==> config.mk <==
export PLATFORM = sky130hd
export DESIGN_NAME = ctcq_top
export DESIGN_NICKNAME = d
export VERILOG_FILES = /design/src/rtl/ctcq_cfg_pkg.sv /design/src/rtl/ctcq_op_pkg.sv /design/src/rtl/ctcq_entry.sv /design/src/rtl/ctcq_launch.sv /design/src/rtl/ctcq_slot_mgr.sv /design/src/rtl/ctcq_top.sv
export SDC_FILE = /design/constraint.sdc
export NUM_CORES = 1
export LEC_CHECK = 0
export BUFFER_PORTS_ARGS = -buffer_cell sky130_fd_sc_hd__clkbuf_2
export CAP_MARGIN = 20
export CORE_UTILIZATION = 35
export DETAILED_ROUTE_END_ITERATION = 8
export PLACE_DENSITY_LB_ADDON = 0.08
export SYNTH_ARGS = -nofsm -noshare
export SYNTH_HDL_FRONTEND = slang
export SYNTH_SLANG_ARGS = --single-unit
==> constraint.sdc <==
create_clock -name ctcq_pe_clk -period 2.8 [get_ports ctcq_pe_clk]
set_input_delay 0.28 -clock ctcq_pe_clk [delete_from_list [all_inputs] [get_ports ctcq_pe_clk]]
set_output_delay 0.28 -clock ctcq_pe_clk [all_outputs]
set_load 0.01 [all_outputs]
==> src/rtl/ctcq_cfg_pkg.sv <==
// sizing of the snoop maintenance queue and the widths of its fields
// addresses arrive as bits 39:4 of a 40-bit physical address
// the pointers are one-hot over the entries
package ctcq_cfg_pkg;

  // number of queue entries
  localparam int ENTRY_NUM = 6;

  // request fields from the snoop arbiter
  localparam int ASID_VA_W = 24;
  localparam int VA_PA_W   = 36;

  // fields handed to the tlb
  localparam int ASID_W    = 16;
  localparam int TLB_VA_W  = 27;

  // fields handed to the icache
  localparam int PTAG_W    = 28;
  localparam int IDX_W     = 6;

  // one bit per entry, one-hot when used as a pointer
  typedef logic [ENTRY_NUM-1:0] entry_vec_t;

endpackage

==> src/rtl/ctcq_op_pkg.sv <==
// maintenance opcodes as sent by the snoop arbiter
// any other encoding is not supported and launches no operation
package ctcq_op_pkg;

  typedef enum logic [5:0] {
    icache_all_inv   = 6'b000001,
    icache_line_inv  = 6'b000010,
    tlb_all_inv      = 6'b000100,
    tlb_va_all_inv   = 6'b001000,
    tlb_asid_all_inv = 6'b010000,
    tlb_va_asid_inv  = 6'b100000
  } ctc_op_e;

endpackage

==> src/rtl/ctcq_entry.sv <==
// one maintenance queue entry: idle, waiting for launch, complete
// a create while the entry is not idle is not allowed by the arbiter
// the stored request has no reset, only the life state does
`timescale 1ns/1ns

module ctcq_entry (
  input  logic                                ctcq_pe_clk,
  input  logic                                cpurst_b,
  input  logic                                create_en,
  input  ctcq_op_pkg::ctc_op_e                create_type,
  input  logic [ctcq_cfg_pkg::ASID_VA_W-1:0]  create_asid_va,
  input  logic [ctcq_cfg_pkg::VA_PA_W-1:0]    create_va_pa,
  input  logic                                inv_cmplt,
  input  logic                                inv_en,
  output logic                                vld,
  output logic                                pe_req,
  output logic                                cmplt,
  output logic                                create_rdy,
  output logic                                icache_all_inv,
  output logic                                icache_line_inv,
  output logic                                tlb_all_inv,
  output logic                                tlb_va_all_inv,
  output logic                                tlb_asid_all_inv,
  output logic                                tlb_va_asid_inv,
  output logic [ctcq_cfg_pkg::IDX_W-1:0]      icache_index,
  output logic [ctcq_cfg_pkg::PTAG_W-1:0]     icache_ptag,
  output logic [ctcq_cfg_pkg::ASID_W-1:0]     tlb_asid,
  output logic [ctcq_cfg_pkg::TLB_VA_W-1:0]   tlb_va
);

  import ctcq_cfg_pkg::*;
  import ctcq_op_pkg::*;

  typedef enum logic [1:0] {
    st_idle  = 2'b00,
    st_wait  = 2'b01,
    st_cmplt = 2'b10
  } entry_st_e;

  entry_st_e              state;
  ctc_op_e                op_q;
  logic [ASID_W-1:0]      asid_q;
  logic [VA_PA_W-1:0]     va_pa_q;

  //**********************************************************
  // entry life
  //**********************************************************
  always_ff @(posedge ctcq_pe_clk or negedge cpurst_b)
  begin
    if (!cpurst_b)
      state <= st_idle;
    else
    begin
      case (state)
        st_idle:  if (create_en) state <= st_wait;
        st_wait:  if (inv_cmplt) state <= st_cmplt;
        st_cmplt: if (inv_en)    state <= st_idle;
        default:  state <= st_idle;
      endcase
    end
  end

  assign vld        = (state != st_idle);
  assign create_rdy = (state == st_idle);
  assign pe_req     = (state == st_wait);
  assign cmplt      = (state == st_cmplt);

  // request content, asid from top and low byte of asid_va
  always_ff @(posedge ctcq_pe_clk)
  begin
    if (create_en)
    begin
      op_q    <= create_type;
      asid_q  <= {create_asid_va[ASID_VA_W-1:ASID_VA_W-8], create_asid_va[7:0]};
      va_pa_q <= create_va_pa;
    end
  end

  //**********************************************************
  // opcode decode and field extraction
  //**********************************************************
  always_comb
  begin
    icache_all_inv   = 1'b0;
    icache_line_inv  = 1'b0;
    tlb_all_inv      = 1'b0;
    tlb_va_all_inv   = 1'b0;
    tlb_asid_all_inv = 1'b0;
    tlb_va_asid_inv  = 1'b0;
    case (op_q)
      ctcq_op_pkg::icache_all_inv:   icache_all_inv   = 1'b1;
      ctcq_op_pkg::icache_line_inv:  icache_line_inv  = 1'b1;
      ctcq_op_pkg::tlb_all_inv:      tlb_all_inv      = 1'b1;
      ctcq_op_pkg::tlb_va_all_inv:   tlb_va_all_inv   = 1'b1;
      ctcq_op_pkg::tlb_asid_all_inv: tlb_asid_all_inv = 1'b1;
      ctcq_op_pkg::tlb_va_asid_inv:  tlb_va_asid_inv  = 1'b1;
      default: ;
    endcase
  end

  // index is address bits 11:6, i.e. va_pa bits 7:2
  assign icache_index = va_pa_q[7:2];
  assign icache_ptag  = va_pa_q[VA_PA_W-1:8];
  assign tlb_va       = va_pa_q[TLB_VA_W-1:0];
  assign tlb_asid     = asid_q;

endmodule

==> src/rtl/ctcq_launch.sv <==
// launches queue entries to the icache or tlb, one at a time in order
// a launch holds its strobe until the matching done pulse
// done pulses outside a launch are ignored
`timescale 1ns/1ns

module ctcq_launch (
  input  logic                               ctcq_pe_clk,
  input  logic                               cpurst_b,
  input  ctcq_cfg_pkg::entry_vec_t           entry_pe_req,
  input  ctcq_cfg_pkg::entry_vec_t           entry_icache_all_inv,
  input  ctcq_cfg_pkg::entry_vec_t           entry_icache_line_inv,
  input  ctcq_cfg_pkg::entry_vec_t           entry_tlb_all_inv,
  input  ctcq_cfg_pkg::entry_vec_t           entry_tlb_va_all_inv,
  input  ctcq_cfg_pkg::entry_vec_t           entry_tlb_asid_all_inv,
  input  ctcq_cfg_pkg::entry_vec_t           entry_tlb_va_asid_inv,
  input  logic [ctcq_cfg_pkg::IDX_W-1:0]     entry_icache_index [ctcq_cfg_pkg::ENTRY_NUM],
  input  logic [ctcq_cfg_pkg::PTAG_W-1:0]    entry_icache_ptag  [ctcq_cfg_pkg::ENTRY_NUM],
  input  logic [ctcq_cfg_pkg::ASID_W-1:0]    entry_tlb_asid     [ctcq_cfg_pkg::ENTRY_NUM],
  input  logic [ctcq_cfg_pkg::TLB_VA_W-1:0]  entry_tlb_va       [ctcq_cfg_pkg::ENTRY_NUM],
  input  logic                               ifu_lsu_icache_inv_done,
  input  logic                               mmu_lsu_tlb_inv_done,
  input  logic                               cp0_lsu_ctc_flush_dis,
  output ctcq_cfg_pkg::entry_vec_t           entry_inv_cmplt,
  output logic                               lsu_ifu_icache_all_inv,
  output logic                               lsu_ifu_icache_line_inv,
  output logic [ctcq_cfg_pkg::IDX_W-1:0]     lsu_ifu_icache_index,
  output logic [ctcq_cfg_pkg::PTAG_W-1:0]    lsu_ifu_icache_ptag,
  output logic                               lsu_mmu_tlb_all_inv,
  output logic                               lsu_mmu_tlb_va_all_inv,
  output logic                               lsu_mmu_tlb_asid_all_inv,
  output logic                               lsu_mmu_tlb_va_asid_inv,
  output logic [ctcq_cfg_pkg::ASID_W-1:0]    lsu_mmu_tlb_asid,
  output logic [ctcq_cfg_pkg::TLB_VA_W-1:0]  lsu_mmu_tlb_va,
  output logic                               lsu_rtu_ctc_flush_vld
);

  import ctcq_cfg_pkg::*;

  entry_vec_t          launch_ptr;
  logic                ctc_req;
  logic                launch_en;
  logic                done_vld;
  logic [5:0]          sel_flags;
  logic [5:0]          flags_q;
  logic [IDX_W-1:0]    sel_index;
  logic [PTAG_W-1:0]   sel_ptag;
  logic [ASID_W-1:0]   sel_asid;
  logic [TLB_VA_W-1:0] sel_va;
  logic                flush_q;

  //**********************************************************
  // select the entry at the launch pointer
  //**********************************************************
  // flag order: icache all, line, tlb all, va all, asid all, va asid
  assign sel_flags = {|(entry_tlb_va_asid_inv  & launch_ptr),
                      |(entry_tlb_asid_all_inv & launch_ptr),
                      |(entry_tlb_va_all_inv   & launch_ptr),
                      |(entry_tlb_all_inv      & launch_ptr),
                      |(entry_icache_line_inv  & launch_ptr),
                      |(entry_icache_all_inv   & launch_ptr)};

  always_comb
  begin
    sel_index = '0;
    sel_ptag  = '0;
    sel_asid  = '0;
    sel_va    = '0;
    for (int i = 0; i < ENTRY_NUM; i++)
    begin
      sel_index = sel_index | (entry_icache_index[i] & {IDX_W{launch_ptr[i]}});
      sel_ptag  = sel_ptag  | (entry_icache_ptag[i]  & {PTAG_W{launch_ptr[i]}});
      sel_asid  = sel_asid  | (entry_tlb_asid[i]     & {ASID_W{launch_ptr[i]}});
      sel_va    = sel_va    | (entry_tlb_va[i]       & {TLB_VA_W{launch_ptr[i]}});
    end
  end

  assign launch_en = !ctc_req && |(entry_pe_req & launch_ptr);
  assign done_vld  = ctc_req && (ifu_lsu_icache_inv_done || mmu_lsu_tlb_inv_done);

  //**********************************************************
  // request level, pointer and hold register
  //**********************************************************
  always_ff @(posedge ctcq_pe_clk or negedge cpurst_b)
  begin
    if (!cpurst_b)
      ctc_req <= 1'b0;
    else if (done_vld)
      ctc_req <= 1'b0;
    else if (launch_en)
      ctc_req <= 1'b1;
  end

  always_ff @(posedge ctcq_pe_clk or negedge cpurst_b)
  begin
    if (!cpurst_b)
      launch_ptr <= entry_vec_t'(1);
    else if (done_vld)
      launch_ptr <= {launch_ptr[ENTRY_NUM-2:0], launch_ptr[ENTRY_NUM-1]};
  end

  always_ff @(posedge ctcq_pe_clk or negedge cpurst_b)
  begin
    if (!cpurst_b)
      flags_q <= 6'b0;
    else if (launch_en)
      flags_q <= sel_flags;
  end

  always_ff @(posedge ctcq_pe_clk)
  begin
    if (launch_en)
    begin
      lsu_ifu_icache_index <= sel_index;
      lsu_ifu_icache_ptag  <= sel_ptag;
      lsu_mmu_tlb_asid     <= sel_asid;
      lsu_mmu_tlb_va       <= sel_va;
    end
  end

  assign entry_inv_cmplt = {ENTRY_NUM{done_vld}} & launch_ptr;

  // strobes only while the request is out
  assign lsu_ifu_icache_all_inv   = ctc_req && flags_q[0];
  assign lsu_ifu_icache_line_inv  = ctc_req && flags_q[1];
  assign lsu_mmu_tlb_all_inv      = ctc_req && flags_q[2];
  assign lsu_mmu_tlb_va_all_inv   = ctc_req && flags_q[3];
  assign lsu_mmu_tlb_asid_all_inv = ctc_req && flags_q[4];
  assign lsu_mmu_tlb_va_asid_inv  = ctc_req && flags_q[5];

  //**********************************************************
  // async flush toward retire, one cycle after done
  //**********************************************************
  always_ff @(posedge ctcq_pe_clk or negedge cpurst_b)
  begin
    if (!cpurst_b)
      flush_q <= 1'b0;
    else
      flush_q <= done_vld && !cp0_lsu_ctc_flush_dis;
  end

  assign lsu_rtu_ctc_flush_vld = flush_q;

endmodule

==> src/rtl/ctcq_slot_mgr.sv <==
// create pointer and response return for the maintenance queue
// oldest index comes one-hot from the arbiter, which keeps the order
// the arbiter must see cur_ctcq_entry_empty high before a create
`timescale 1ns/1ns

module ctcq_slot_mgr (
  input  logic                     ctcq_pe_clk,
  input  logic                     cpurst_b,
  input  logic                     ctc_req_create_en,
  input  ctcq_cfg_pkg::entry_vec_t entry_create_rdy,
  input  ctcq_cfg_pkg::entry_vec_t entry_vld,
  input  ctcq_cfg_pkg::entry_vec_t entry_cmplt,
  input  ctcq_cfg_pkg::entry_vec_t arb_ctcq_entry_oldest_index,
  input  logic                     biu_ctcq_cr_ready,
  output ctcq_cfg_pkg::entry_vec_t entry_create_en,
  output ctcq_cfg_pkg::entry_vec_t entry_inv_en,
  output logic                     cur_ctcq_entry_empty,
  output logic                     lsu_ctcq_not_empty,
  output logic                     ctcq_biu_cr_valid
);

  import ctcq_cfg_pkg::*;

  entry_vec_t create_ptr;
  entry_vec_t resp_idx;

  //**********************************************************
  // create pointer, one-hot, rotates per create
  //**********************************************************
  always_ff @(posedge ctcq_pe_clk or negedge cpurst_b)
  begin
    if (!cpurst_b)
      create_ptr <= entry_vec_t'(1);
    else if (ctc_req_create_en)
      create_ptr <= {create_ptr[ENTRY_NUM-2:0], create_ptr[ENTRY_NUM-1]};
  end

  assign entry_create_en      = {ENTRY_NUM{ctc_req_create_en}} & create_ptr;
  assign cur_ctcq_entry_empty = |(create_ptr & entry_create_rdy);
  assign lsu_ctcq_not_empty   = |entry_vld;

  //**********************************************************
  // response to the bus
  //**********************************************************
  assign resp_idx          = entry_cmplt & arb_ctcq_entry_oldest_index;
  assign ctcq_biu_cr_valid = |resp_idx;

  // accepted response frees its entry
  assign entry_inv_en = {ENTRY_NUM{biu_ctcq_cr_ready}} & resp_idx;

endmodule

==> src/rtl/ctcq_top.sv <==
// snoop path cache and tlb maintenance queue, six entries
// single clock domain, asynchronous active-low reset
// arbiter creates only while cur_ctcq_entry_empty is high
`timescale 1ns/1ns

module ctcq_top (
  input  logic                               ctcq_pe_clk,
  input  logic                               cpurst_b,
  input  logic                               ctc_req_create_en,
  input  ctcq_op_pkg::ctc_op_e               arb_ctcq_ctc_type,
  input  logic [ctcq_cfg_pkg::ASID_VA_W-1:0] arb_ctcq_ctc_asid_va,
  input  logic [ctcq_cfg_pkg::VA_PA_W-1:0]   arb_ctcq_ctc_va_pa,
  input  ctcq_cfg_pkg::entry_vec_t           arb_ctcq_entry_oldest_index,
  input  logic                               biu_ctcq_cr_ready,
  input  logic                               cp0_lsu_ctc_flush_dis,
  input  logic                               ifu_lsu_icache_inv_done,
  input  logic                               mmu_lsu_tlb_inv_done,
  output logic                               ctcq_biu_cr_valid,
  output logic                               cur_ctcq_entry_empty,
  output logic                               lsu_ctcq_not_empty,
  output logic                               lsu_ifu_icache_all_inv,
  output logic                               lsu_ifu_icache_line_inv,
  output logic [ctcq_cfg_pkg::IDX_W-1:0]     lsu_ifu_icache_index,
  output logic [ctcq_cfg_pkg::PTAG_W-1:0]    lsu_ifu_icache_ptag,
  output logic                               lsu_mmu_tlb_all_inv,
  output logic                               lsu_mmu_tlb_va_all_inv,
  output logic                               lsu_mmu_tlb_asid_all_inv,
  output logic                               lsu_mmu_tlb_va_asid_inv,
  output logic [ctcq_cfg_pkg::ASID_W-1:0]    lsu_mmu_tlb_asid,
  output logic [ctcq_cfg_pkg::TLB_VA_W-1:0]  lsu_mmu_tlb_va,
  output logic                               lsu_rtu_ctc_flush_vld
);

  import ctcq_cfg_pkg::*;

  entry_vec_t          entry_create_en;
  entry_vec_t          entry_inv_en;
  entry_vec_t          entry_inv_cmplt;
  entry_vec_t          entry_vld;
  entry_vec_t          entry_pe_req;
  entry_vec_t          entry_cmplt;
  entry_vec_t          entry_create_rdy;
  entry_vec_t          entry_icache_all_inv;
  entry_vec_t          entry_icache_line_inv;
  entry_vec_t          entry_tlb_all_inv;
  entry_vec_t          entry_tlb_va_all_inv;
  entry_vec_t          entry_tlb_asid_all_inv;
  entry_vec_t          entry_tlb_va_asid_inv;
  logic [IDX_W-1:0]    entry_icache_index [ENTRY_NUM];
  logic [PTAG_W-1:0]   entry_icache_ptag  [ENTRY_NUM];
  logic [ASID_W-1:0]   entry_tlb_asid     [ENTRY_NUM];
  logic [TLB_VA_W-1:0] entry_tlb_va       [ENTRY_NUM];

  //**********************************************************
  // queue entries
  //**********************************************************
  for (genvar i = 0; i < ENTRY_NUM; i++)
  begin : g_entry
    ctcq_entry u_entry (
      .ctcq_pe_clk      (ctcq_pe_clk),
      .cpurst_b         (cpurst_b),
      .create_en        (entry_create_en[i]),
      .create_type      (arb_ctcq_ctc_type),
      .create_asid_va   (arb_ctcq_ctc_asid_va),
      .create_va_pa     (arb_ctcq_ctc_va_pa),
      .inv_cmplt        (entry_inv_cmplt[i]),
      .inv_en           (entry_inv_en[i]),
      .vld              (entry_vld[i]),
      .pe_req           (entry_pe_req[i]),
      .cmplt            (entry_cmplt[i]),
      .create_rdy       (entry_create_rdy[i]),
      .icache_all_inv   (entry_icache_all_inv[i]),
      .icache_line_inv  (entry_icache_line_inv[i]),
      .tlb_all_inv      (entry_tlb_all_inv[i]),
      .tlb_va_all_inv   (entry_tlb_va_all_inv[i]),
      .tlb_asid_all_inv (entry_tlb_asid_all_inv[i]),
      .tlb_va_asid_inv  (entry_tlb_va_asid_inv[i]),
      .icache_index     (entry_icache_index[i]),
      .icache_ptag      (entry_icache_ptag[i]),
      .tlb_asid         (entry_tlb_asid[i]),
      .tlb_va           (entry_tlb_va[i])
    );
  end

  //**********************************************************
  // create and return
  //**********************************************************
  ctcq_slot_mgr u_slot_mgr (
    .ctcq_pe_clk                 (ctcq_pe_clk),
    .cpurst_b                    (cpurst_b),
    .ctc_req_create_en           (ctc_req_create_en),
    .entry_create_rdy            (entry_create_rdy),
    .entry_vld                   (entry_vld),
    .entry_cmplt                 (entry_cmplt),
    .arb_ctcq_entry_oldest_index (arb_ctcq_entry_oldest_index),
    .biu_ctcq_cr_ready           (biu_ctcq_cr_ready),
    .entry_create_en             (entry_create_en),
    .entry_inv_en                (entry_inv_en),
    .cur_ctcq_entry_empty        (cur_ctcq_entry_empty),
    .lsu_ctcq_not_empty          (lsu_ctcq_not_empty),
    .ctcq_biu_cr_valid           (ctcq_biu_cr_valid)
  );

  //**********************************************************
  // launch toward icache and tlb
  //**********************************************************
  ctcq_launch u_launch (
    .ctcq_pe_clk              (ctcq_pe_clk),
    .cpurst_b                 (cpurst_b),
    .entry_pe_req             (entry_pe_req),
    .entry_icache_all_inv     (entry_icache_all_inv),
    .entry_icache_line_inv    (entry_icache_line_inv),
    .entry_tlb_all_inv        (entry_tlb_all_inv),
    .entry_tlb_va_all_inv     (entry_tlb_va_all_inv),
    .entry_tlb_asid_all_inv   (entry_tlb_asid_all_inv),
    .entry_tlb_va_asid_inv    (entry_tlb_va_asid_inv),
    .entry_icache_index       (entry_icache_index),
    .entry_icache_ptag        (entry_icache_ptag),
    .entry_tlb_asid           (entry_tlb_asid),
    .entry_tlb_va             (entry_tlb_va),
    .ifu_lsu_icache_inv_done  (ifu_lsu_icache_inv_done),
    .mmu_lsu_tlb_inv_done     (mmu_lsu_tlb_inv_done),
    .cp0_lsu_ctc_flush_dis    (cp0_lsu_ctc_flush_dis),
    .entry_inv_cmplt          (entry_inv_cmplt),
    .lsu_ifu_icache_all_inv   (lsu_ifu_icache_all_inv),
    .lsu_ifu_icache_line_inv  (lsu_ifu_icache_line_inv),
    .lsu_ifu_icache_index     (lsu_ifu_icache_index),
    .lsu_ifu_icache_ptag      (lsu_ifu_icache_ptag),
    .lsu_mmu_tlb_all_inv      (lsu_mmu_tlb_all_inv),
    .lsu_mmu_tlb_va_all_inv   (lsu_mmu_tlb_va_all_inv),
    .lsu_mmu_tlb_asid_all_inv (lsu_mmu_tlb_asid_all_inv),
    .lsu_mmu_tlb_va_asid_inv  (lsu_mmu_tlb_va_asid_inv),
    .lsu_mmu_tlb_asid         (lsu_mmu_tlb_asid),
    .lsu_mmu_tlb_va           (lsu_mmu_tlb_va),
    .lsu_rtu_ctc_flush_vld    (lsu_rtu_ctc_flush_vld)
  );

endmodule

==> results of run 1 <==
worst paths after layout:
check,depth (start not counted),to,slack (ns)
max,4,lsu_ctcq_not_empty,0.87
min,1,g_entry[5].u_entry.op_q[5],0.04
max reg2reg,5,u_launch.lsu_ifu_icache_ptag[27],0.88
min reg2reg,1,g_entry[1].u_entry.state[0],0.47
max in group asynchronous,2,u_launch.launch_ptr[1],1.84
min in group asynchronous,2,u_launch.flags_q[0],0.35
stage by stage:
step	setup WS, ns	utilization	power [uW]	cell area (um^2)	std cells
finish	0.8716	0.4337	12940	19300	1742
detailed placement	0.8657	0.3886	7296	17300	1598
global route	0.7848	0.4337	13370	19300	1742
CTS	0.8410	0.4336	13120	19300	1741
floorplan	0.2705	-	7177	15870	894
global placement	0.8812	0.3886	7293	17300	1598
power by group through the flow:
stage	Clock [uW]	Combinational [uW]	Sequential, uW
6_report	5710	196	7030
3_3_place_gp	0	124	7170
2_1_floorplan	0	5.59	7170
5_1_grt	6130	215	7030
3_5_place_dp	0	128	7170
4_1_cts	5890	200	7030
synthesized netlist by cell type, drive strengths merged:
| cell type | number | area share |
|---|---|---|
| edfxtp | 400 | 0.76 |
| a22oi | 165 | 0.079 |
| nand3 | 59 | 0.019 |
| buf | 52 | 0.020 |
| nand2 | 35 | 0.0091 |
| dfrtp | 30 | 0.047 |
| nor2 | 29 | 0.0069 |
| nand4b | 25 | 0.014 |
| clkbuf | 15 | 0.0036 |
| and2 | 12 | 0.0047 |
| nor2b | 11 | 0.0043 |
| nor3b | 10 | 0.0066 |
| a311oi | 6 | 0.0033 |
| a32o | 6 | 0.0038 |
| mux2 | 6 | 0.0043 |
| nand4 | 6 | 0.0024 |
| o21ai | 6 | 0.0031 |
| nor3 | 4 | 0.0013 |
| and2b | 3 | 0.0014 |
| dfstp | 2 | 0.0033 |
| inv | 2 | 0.00047 |
| nor4 | 2 | 0.00079 |
| a21o | 1 | 0.00047 |
| a31o | 1 | 0.0011 |
| a41oi | 1 | 0.0010 |
| and4 | 1 | 0.00055 |
| and4b | 1 | 0.00063 |
| nand3b | 1 | 0.00047 |
| o311a | 1 | 0.00063 |
| or3b | 1 | 0.00055 |
final cells by class:
class	instances	area (um^2)
antenna	1	2.502
fill	4011	25210
clock inverter	27	196.4
inverter	2	7.507
clock buffer	56	1209
multi-input combinational	393	2688
sequential	432	12820
timing repair buffer	239	1639
tap	592	740.7
routing by layer:
metal / vias up / global-route usage / share of wire / wire length, um
met5: - / 0 / 0.00026 / 10
met3: 48 / 0.02831 / 0.039 / 1522
li1: 4058 / - / - / -
met4: 2 / 0.05000 / 0.017 / 672
met2: 188 / 0.2656 / 0.47 / 18150
met1: 4575 / 0.2366 / 0.47 / 18300
cells by family after synthesis:
kind of cell,synth area share
and+or+nand+nor,0.07204
muxes,0.004256
AOI/OAI and AO/OA,0.09206
DFF,0.8073
buffers and inverters,0.02435
critical path: cells and delay by family (launching register included):
family / cells / cell delay, ns
AND/OR/NAND/NOR: 3 / 0.52
flip-flops: 1 / 0.41
buffers and inverters: 1 / 0.15
state kept, by name (all words and copies together) (netlist names):
name,flops
u_slot_mgr.create_ptr,6
u_launch.launch_ptr,6
g_entry.u_entry.tlb_asid,96
u_launch.lsu_rtu_ctc_flush_vld,1
u_launch.flags_q,6
u_launch.lsu_mmu_tlb_asid,16
g_entry.u_entry.op_q,36
u_launch.ctc_req,1
g_entry.u_entry.state,12
g_entry.u_entry.va_pa_q,216
u_launch.lsu_ifu_icache_ptag,10
u_launch.lsu_mmu_tlb_va,26
placed cells by master (no fill, tap or decap), types with 2 or more instances in the layout:
cell type / count
a22oi_1: 163
a22oi_2: 2
a311oi_1: 6
a32o_1: 6
and2_1: 6
and2_4: 6
and2b_1: 3
buf_12: 7
buf_4: 15
bufinv_16: 2
clkbuf_1: 8
clkbuf_16: 46
clkbuf_2: 157
clkbuf_8: 2
clkinv_1: 10
clkinv_2: 10
clkinvlp_4: 2
dfrtp_1: 25
dfrtp_2: 5
dfstp_2: 2
dlygate4sd3_1: 60
edfxtp_1: 400
inv_6: 2
mux2_2: 6
nand2_1: 30
nand2_2: 5
nand3_1: 59
nand4_1: 6
nand4b_1: 25
nor2_1: 29
nor2b_1: 11
nor3_1: 4
nor3b_1: 4
nor3b_2: 6
nor4_1: 2
o21ai_2: 5
what timing repair did:
item                                   4_1_cts  5_1_grt
endpoints found under the hold margin      358        0
hold buffers                                60        0
gates resized for setup                      0        0
==> flow_summary.ini, run 1 <==
[clocking]
cts_setup_buffers = 0
cts_root_buffer = clkbuf_16
numCtsBuffers = 46
h-tree-depth = 2
clk_latency_ns = 0.57
clockBufferDepth = 3
clkTransAtPathRegs_ns = 0.06
cts_sinks = 432
cts_tree = yes

[global_routing]
antenna_found_initial = 2
grt_pass1_vias = 8977
overflow = 0
grt_max_degree = 57
gr-usage-all-layers = 0.1677
grt_first_pass_wirelength_um = 57570

[timing]
worstMarginPinSlew_ns = 0.9159
finalSetupViolations = 0
rsz0062_at_grt = false
period_minus_slack_ns = 1.928
whs_ns = 0.03737
period_share = 0.6887
timing.fmax_mhz = 518.6
tns_ns = 0
slew_headroom = 0.3894
hold_violations = 0
skew_ns = 0.01480
slew_viol_final = 0

[worst_hold_path]
hp-class = primary input to flip-flop
hold_start = arb_ctcq_ctc_type[5]

[power_and_ir_drop]
combPwrFrac = 0.015
power_frac_seq = 0.544
switching_share = 0.1979
p_clk_frac = 0.441
p_sw_uw = 2561
power.density_mw_per_mm2 = 670.3
p_leak_uw = 0.006470
p_int_uw = 10380
worst_ir_drop_vdd_mv = 0.3559

[cells_and_area]
nNetsFinal = 1193
syn2layout_area_growth_pct = 21.60
drive_above_1_share = 0.2472

[routing]
routedWlPerCell_um = 22.19
first_pass_iters = 5
vias = 8871
ant_nets = 0
drt_iter0_drc = 612
drt-total-wl_um = 38660
drc_errors = 0
vias_per_cell = 5.092

[floorplan]
ios = 166
rows = 77
die_y_um = 215.0
die_w_um = 215.0
core_mm2 = 0.04451
die-area_mm2 = 0.04621
initial_core_util = 0.3566

[logic_synthesis]
syn_area_mm2 = 0.01587
yosysUniqueCellTypes = 38
synth_nets = 973
ys_seq_area_frac = 0.8073
syn_inst = 894
yosys_warnings = 0
postSynthAreaPerCell_um2 = 17.76
synth-seq-cells = 432

[placement]
place_congestion = 0.7239
hpwl_um = 20830
io_buffers = 157

[setup_path]
crit_path_top_delay_cell = dfrtp_1
worstPathRequired_ns = 2.52
crit_arrival_ns = 1.65
start_kind = flip-flop
cp_cell_sequence = nor2_1 -> and4_1 -> nand3_1 -> clkbuf_2
cp-startpoint = g_entry[0].u_entry.state[0]
worstReg2RegStart = g_entry[5].u_entry.state[1]
critPathMaxStageDelay_ns = 0.41
cp-end-kind = output port
crit_path_max_fanout = 5
crit_type = flip-flop to output port

[run]
cap_violations = 0

[run_status]
status = complete, no violations
No activity file was read; power rests on OpenSTA's default activity.
==> run 2: changes to the inputs <==
==> constraint.sdc (replaced) <==
create_clock -name ctcq_pe_clk -period 1.96 [get_ports ctcq_pe_clk]
set_input_delay 0.196 -clock ctcq_pe_clk [delete_from_list [all_inputs] [get_ports ctcq_pe_clk]]
set_output_delay 0.196 -clock ctcq_pe_clk [all_outputs]
set_load 0.01 [all_outputs]
==> run 2 against run 1 <==
Against the previous run: core utilization rose by 1.0 points; clock power rose by 52%; die area did not move; non-clock buffer count rose by 22; via count rose by 0.16%; largest cell class unchanged; register-to-register slack got worse by 0.64 ns; design area rose by 2.3%; worst hold slack improved by 0.029 ns; count of clock-buffer cells in the layout rose by 4.
==> flow_summary.ini, run 2 (synthesis gave the netlist of run 1 again) <==
[timing]
finalSetupViolations = 0
period_minus_slack_ns = 1.857
slew_headroom = 0.4227
whs_ns = 0.06625
skew_ns = 0.01629
rsz0062_at_grt = false
slew_viol_final = 0
worstMarginPinSlew_ns = 0.8659
period_share = 0.9473
tns_ns = 0
timing.fmax_mhz = 538.6
hold_violations = 0

[setup_path]
r2r_setup_slack_ns = 0.24
crit_path_top_delay_cell = dfrtp_1
start_kind = flip-flop
r2r_end = u_launch.lsu_mmu_tlb_asid[15]
worstPathRequired_ns = 1.76
cp_cell_sequence = nor2_1 -> and4_1 -> nand3_1 -> clkbuf_2
crit_arrival_ns = 1.66
crit_path_max_fanout = 5
reg2regPathDepth = 5
cp-end-kind = output port
worstReg2RegStart = g_entry[3].u_entry.state[0]
critPathMaxStageDelay_ns = 0.42
crit_type = flip-flop to output port

[global_routing]
grt_pass1_vias = 9139
met2_usage = 0.2700
overflow = 0
grt_max_degree = 57
top_usage_layer = met2
gr-usage-all-layers = 0.1669
met3_usage = 0.03185
grt_first_pass_wirelength_um = 57380
antenna_found_initial = 1
grtUsageMet1 = 0.2294

[floorplan]
rows = 77
die_w_um = 215.0
die-area_mm2 = 0.04621
ios = 166
initial_core_util = 0.3566
die_y_um = 215.0
core_mm2 = 0.04451

[routing]
vias = 8885
ant_nets = 0
routedWlPerCell_um = 21.68
drt-total-wl_um = 38230
first_pass_iters = 5
drt_iter0_drc = 570
drc_errors = 0
vias_per_cell = 5.040

[worst_hold_path]
hold_path_depth = 3
hold_end = g_entry[5].u_entry.state[1]
hold_start = biu_ctcq_cr_ready
hp-class = primary input to flip-flop

[power_and_ir_drop]
worst_ir_drop_vdd_mv = 0.5231
p_leak_uw = 0.006632
power.density_mw_per_mm2 = 963.0

[clocking]
numCtsBuffers = 46
h-tree-depth = 2
cts_setup_buffers = 0
clockBufferDepth = 3
cts_root_buffer = clkbuf_16
cts_sinks = 432
cts_tree = yes
clk_latency_ns = 0.57
clkTransAtPathRegs_ns = 0.06

[cells_and_area]
syn2layout_area_growth_pct = 24.40
largest_reg_flops = 216
layout_common_cells = 400 x edfxtp_1, 162 x a22oi_1, 157 x clkbuf_2, 73 x dlygate4sd3_1, 59 x nand3_1
fill_cells = 3983
design_area_mm2 = 0.01975
nNetsFinal = 1215
layout_commonest_cell = edfxtp_1
largest_register = g_entry.u_entry.va_pa_q
drive_above_1_share = 0.2504

[placement]
place_area_mm2 = 0.01751
hpwl_um = 20900
place_congestion = 0.7579
io_buffers = 157

[run_status]
status = complete, no violations

[run]
cap_violations = 0
[run 2: repair_timing]
| action | CTS | global route |
|---|---|---|
| gates resized for setup | 0 | 1 |
| hold endpoints to repair | 386 | 0 |
| hold buffers | 73 | 0 |
| endpoints found under the setup margin | 0 | 1 |
[run 2: worst max path at each step]
stage / depth (start not counted) / from / slack, ns / to
2_1_floorplan: 5 / g_entry[4].u_entry.state[0] / -0.26 / u_launch.lsu_ifu_icache_ptag[18]
3_3_place_gp: 5 / g_entry[2].u_entry.state[0] / 0.25 / u_launch.lsu_mmu_tlb_asid[12]
3_5_place_dp: 5 / g_entry[2].u_entry.state[0] / 0.25 / u_launch.lsu_mmu_tlb_asid[12]
4_1_cts: 4 / g_entry[3].u_entry.state[0] / 0.07 / lsu_ctcq_not_empty
5_1_grt: 4 / g_entry[5].u_entry.state[0] / 0.02 / lsu_ctcq_not_empty
6_report: 4 / g_entry[2].u_entry.state[0] / 0.10 / lsu_ctcq_not_empty
[run 2: area by class of cell]
class	instances	area, um^2	area share
diodes	1	2.502	0.0001267
clock buffers	60	1234	0.06247
clock inverters	22	269.0	0.01362
inverters	2	11.26	0.0005702
multi-input cells	393	2695	0.1365
flip-flops and latches	432	12820	0.6492
well taps	592	740.7	0.03751
repair buffers	261	1974	0.09998
[run 2: power breakdown]
part           total, uW  switching [uW]  internal (uW)
registers          10000               0          10000
logic                300             153            148
clock network       8670            3450           5210
total              19000            3610          15400
[run 2: critical path: cells and delay by family (launching register included)]
| family | cells | cell delay, ns |
|---|---|---|
| DFF | 1 | 0.42 |
| buffers and inverters | 1 | 0.16 |
| and+or+nand+nor | 3 | 0.52 |
[run 2: through the flow]
stage                     std cells  worst slack, ns  utilization  power, uW
final                          1763           0.1032       0.4437      19020
after global routing           1763          0.01506       0.4437      19620
after CTS                      1762          0.06503       0.4436      19270
after detailed placement       1607           0.2509       0.3934      10420
after global placement         1607           0.2515       0.3934      10420
after floorplan                 894          -0.2606            -      10250
[run 2: per-layer routing]
metal	vias to the layer above	routed length [um]
li1	4097	-
met1	4530	17780
met2	212	18050
met3	46	1759
met4	0	635
met5	-	0
==> run 3: changes to the inputs <==
==> constraint.sdc (replaced) <==
create_clock -name ctcq_pe_clk -period 1.9 [get_ports ctcq_pe_clk]
set_input_delay 0.19 -clock ctcq_pe_clk [delete_from_list [all_inputs] [get_ports ctcq_pe_clk]]
set_output_delay 0.19 -clock ctcq_pe_clk [all_outputs]
set_load 0.01 [all_outputs]
==> run 3 against run 2 <==
Against the previous run: design area increased by 0.20%; via count increased by 1.0%; count of clock-buffer cells in the layout decreased by 5; global-route usage increased by 0.39 points; worst hold slack got worse by 0.017 ns; non-clock buffer count increased by 4; sequential share of layout area decreased by 0.13 points; flip-flop and latch count unchanged; first-iteration DRC count decreased by 17%; critical path depth unchanged; clock power increased by 1%; largest power group unchanged.
==> flow_summary.ini, run 3 (synthesis gave the netlist of run 1 again) <==
[routing]
vias = 8974
first_pass_iters = 5
drt-total-wl_um = 38760
drc_errors = 0
vias_per_cell = 5.079
routedWlPerCell_um = 21.94
ant_nets = 0
drt_iter0_drc = 471

[setup_path]
crit_arrival_ns = 1.62
crit_path_max_fanout = 5
start_kind = flip-flop
crit_type = flip-flop to output port
crit_path_top_delay_cell = dfrtp_1
critPathMaxStageDelay_ns = 0.42
cp-end-kind = output port
cp_cell_sequence = nor2_2 -> and4_1 -> nand3_1 -> clkbuf_2
worstPathRequired_ns = 1.71

[timing]
timing.fmax_mhz = 551.1
slew_viol_final = 0
period_minus_slack_ns = 1.815
slew_headroom = 0.4576
period_share = 0.9550
worstMarginPinSlew_ns = 0.8136
hold_violations = 0
skew_ns = 0.01374
finalSetupViolations = 0

[clocking]
clkTransAtPathRegs_ns = 0.06
clockBufferDepth = 3
cts_tree = yes
cts_sinks = 432
h-tree-depth = 2
cts_root_buffer = clkbuf_16
numCtsBuffers = 46
clk_latency_ns = 0.57

[power_and_ir_drop]
total_power_uw = 19450
power.density_mw_per_mm2 = 982.8
p_leak_uw = 0.006644
worst_ir_drop_vdd_mv = 0.6017
p_sw_uw = 3748
switching_share = 0.1927
power_frac_seq = 0.533
p_clk_frac = 0.451
p_int_uw = 15700
combPwrFrac = 0.016

[floorplan]
die-area_mm2 = 0.04621
core_mm2 = 0.04451
die_w_um = 215.0
die_y_um = 215.0
rows = 77
ios = 166
initial_core_util = 0.3566

[global_routing]
gr-usage-all-layers = 0.1708
grt_pass1_vias = 9257
grt_first_pass_wirelength_um = 58770
overflow = 0
antenna_found_initial = 2
grt_max_degree = 55

[run]
cap_violations = 0

[cells_and_area]
largest_reg_flops = 216
drive_above_1_share = 0.2532
fin_cells = 1767
fill_cells = 3993
layout_common_cells = 400 x edfxtp_1, 162 x a22oi_1, 157 x clkbuf_2, 73 x dlygate4sd3_1, 59 x nand3_1
nNetsFinal = 1219
layout_commonest_cell = edfxtp_1
syn2layout_area_growth_pct = 24.65
largest_register = g_entry.u_entry.va_pa_q

[placement]
dp_cells = 1610
place_congestion = 0.7737
io_buffers = 157
hpwl_um = 21380

[run_status]
status = complete, no violations

[worst_hold_path]
hp-class = primary input to flip-flop
[run 3: cell count changes in the layout (fill, tap and decap cells not counted), moves of 2 or more]
cell	before	now
clkinv_2	5	7
clkbuf_8	3	0
clkbuf_1	11	8
clkinv_1	8	11
buf_12	18	22
[run 3: per-stage QoR]
| step | utilization | hold WS, ns | cell area, um^2 | setup WS (ns) | TNS [ns] |
|---|---|---|---|---|---|
| final | 0.4446 | 0.04951 | 19790 | 0.08548 | 0 |
| after global routing | 0.4446 | 0.05804 | 19790 | -0.007666 | -0.007666 |
| after CTS | 0.4442 | 0.0001579 | 19770 | 0.01074 | 0 |
| after detailed placement | 0.3950 | 0.3266 | 17580 | 0.2225 | 0 |
| after global placement | 0.3950 | 0.3383 | 17580 | 0.2368 | 0 |
| after floorplan | - | -0.1056 | 15890 | -0.3206 | -16.67 |
[run 3: final timing paths]
kind                                              from                          end  slack, ns  cells past startpoint
setup / recovery           g_entry[0].u_entry.state[0]           lsu_ctcq_not_empty       0.09                      4
hold / removal                       biu_ctcq_cr_ready  g_entry[4].u_entry.state[1]       0.05                      3
setup reg to reg           g_entry[0].u_entry.state[0]  u_launch.lsu_mmu_tlb_va[12]       0.18                      5
hold reg to reg            g_entry[4].u_entry.state[1]  g_entry[4].u_entry.state[0]       0.46                      1
max in group asynchronous                     cpurst_b       u_launch.launch_ptr[3]       1.07                      2
min in group asynchronous                     cpurst_b          u_launch.flags_q[2]       0.26                      2
[run 3: area by class of cell]
type	count	area (um^2)	area share
sequential	432	12820	0.6479
multi-input combinational	393	2698	0.1363
timing repair buffer	265	2054	0.1038
clock buffer	55	1206	0.06096
tap	592	740.7	0.03743
clock inverter	26	251.5	0.01271
inverter	2	11.26	0.0005691
antenna	2	5.005	0.0002529
[run 3: routing by layer]
layer  vias up  track usage  wire length (um)
met5         -            0                 0
met4         0      0.05286               769
met3        53      0.02902              1601
met2       192       0.2771             18180
met1      4614       0.2344             18210
li1       4115            -                 -
[run 3: power by group through the flow]
stage	Combinational [uW]	Clock, uW	Sequential (uW)
after global routing	345	9330	10400
after CTS	315	9030	10400
after floorplan	8.24	0	10600
after global placement	184	0	10600
after detailed placement	190	0	10600
final	312	8770	10400
[run 3: worst max-delay path, delay by kind of cell, from the launching register on]
family / cells / cell delay, ns
buf+inv: 1 / 0.16
flops: 1 / 0.42
simple gates: 3 / 0.48
[run 3: what timing repair did]
action	in CTS	in global routing
hold endpoints to repair	386	0
setup endpoints to repair	1	2
cloned	0	0
setup buffers	0	1
pin swaps	0	2
gates resized for setup	1	1
hold buffers	73	0
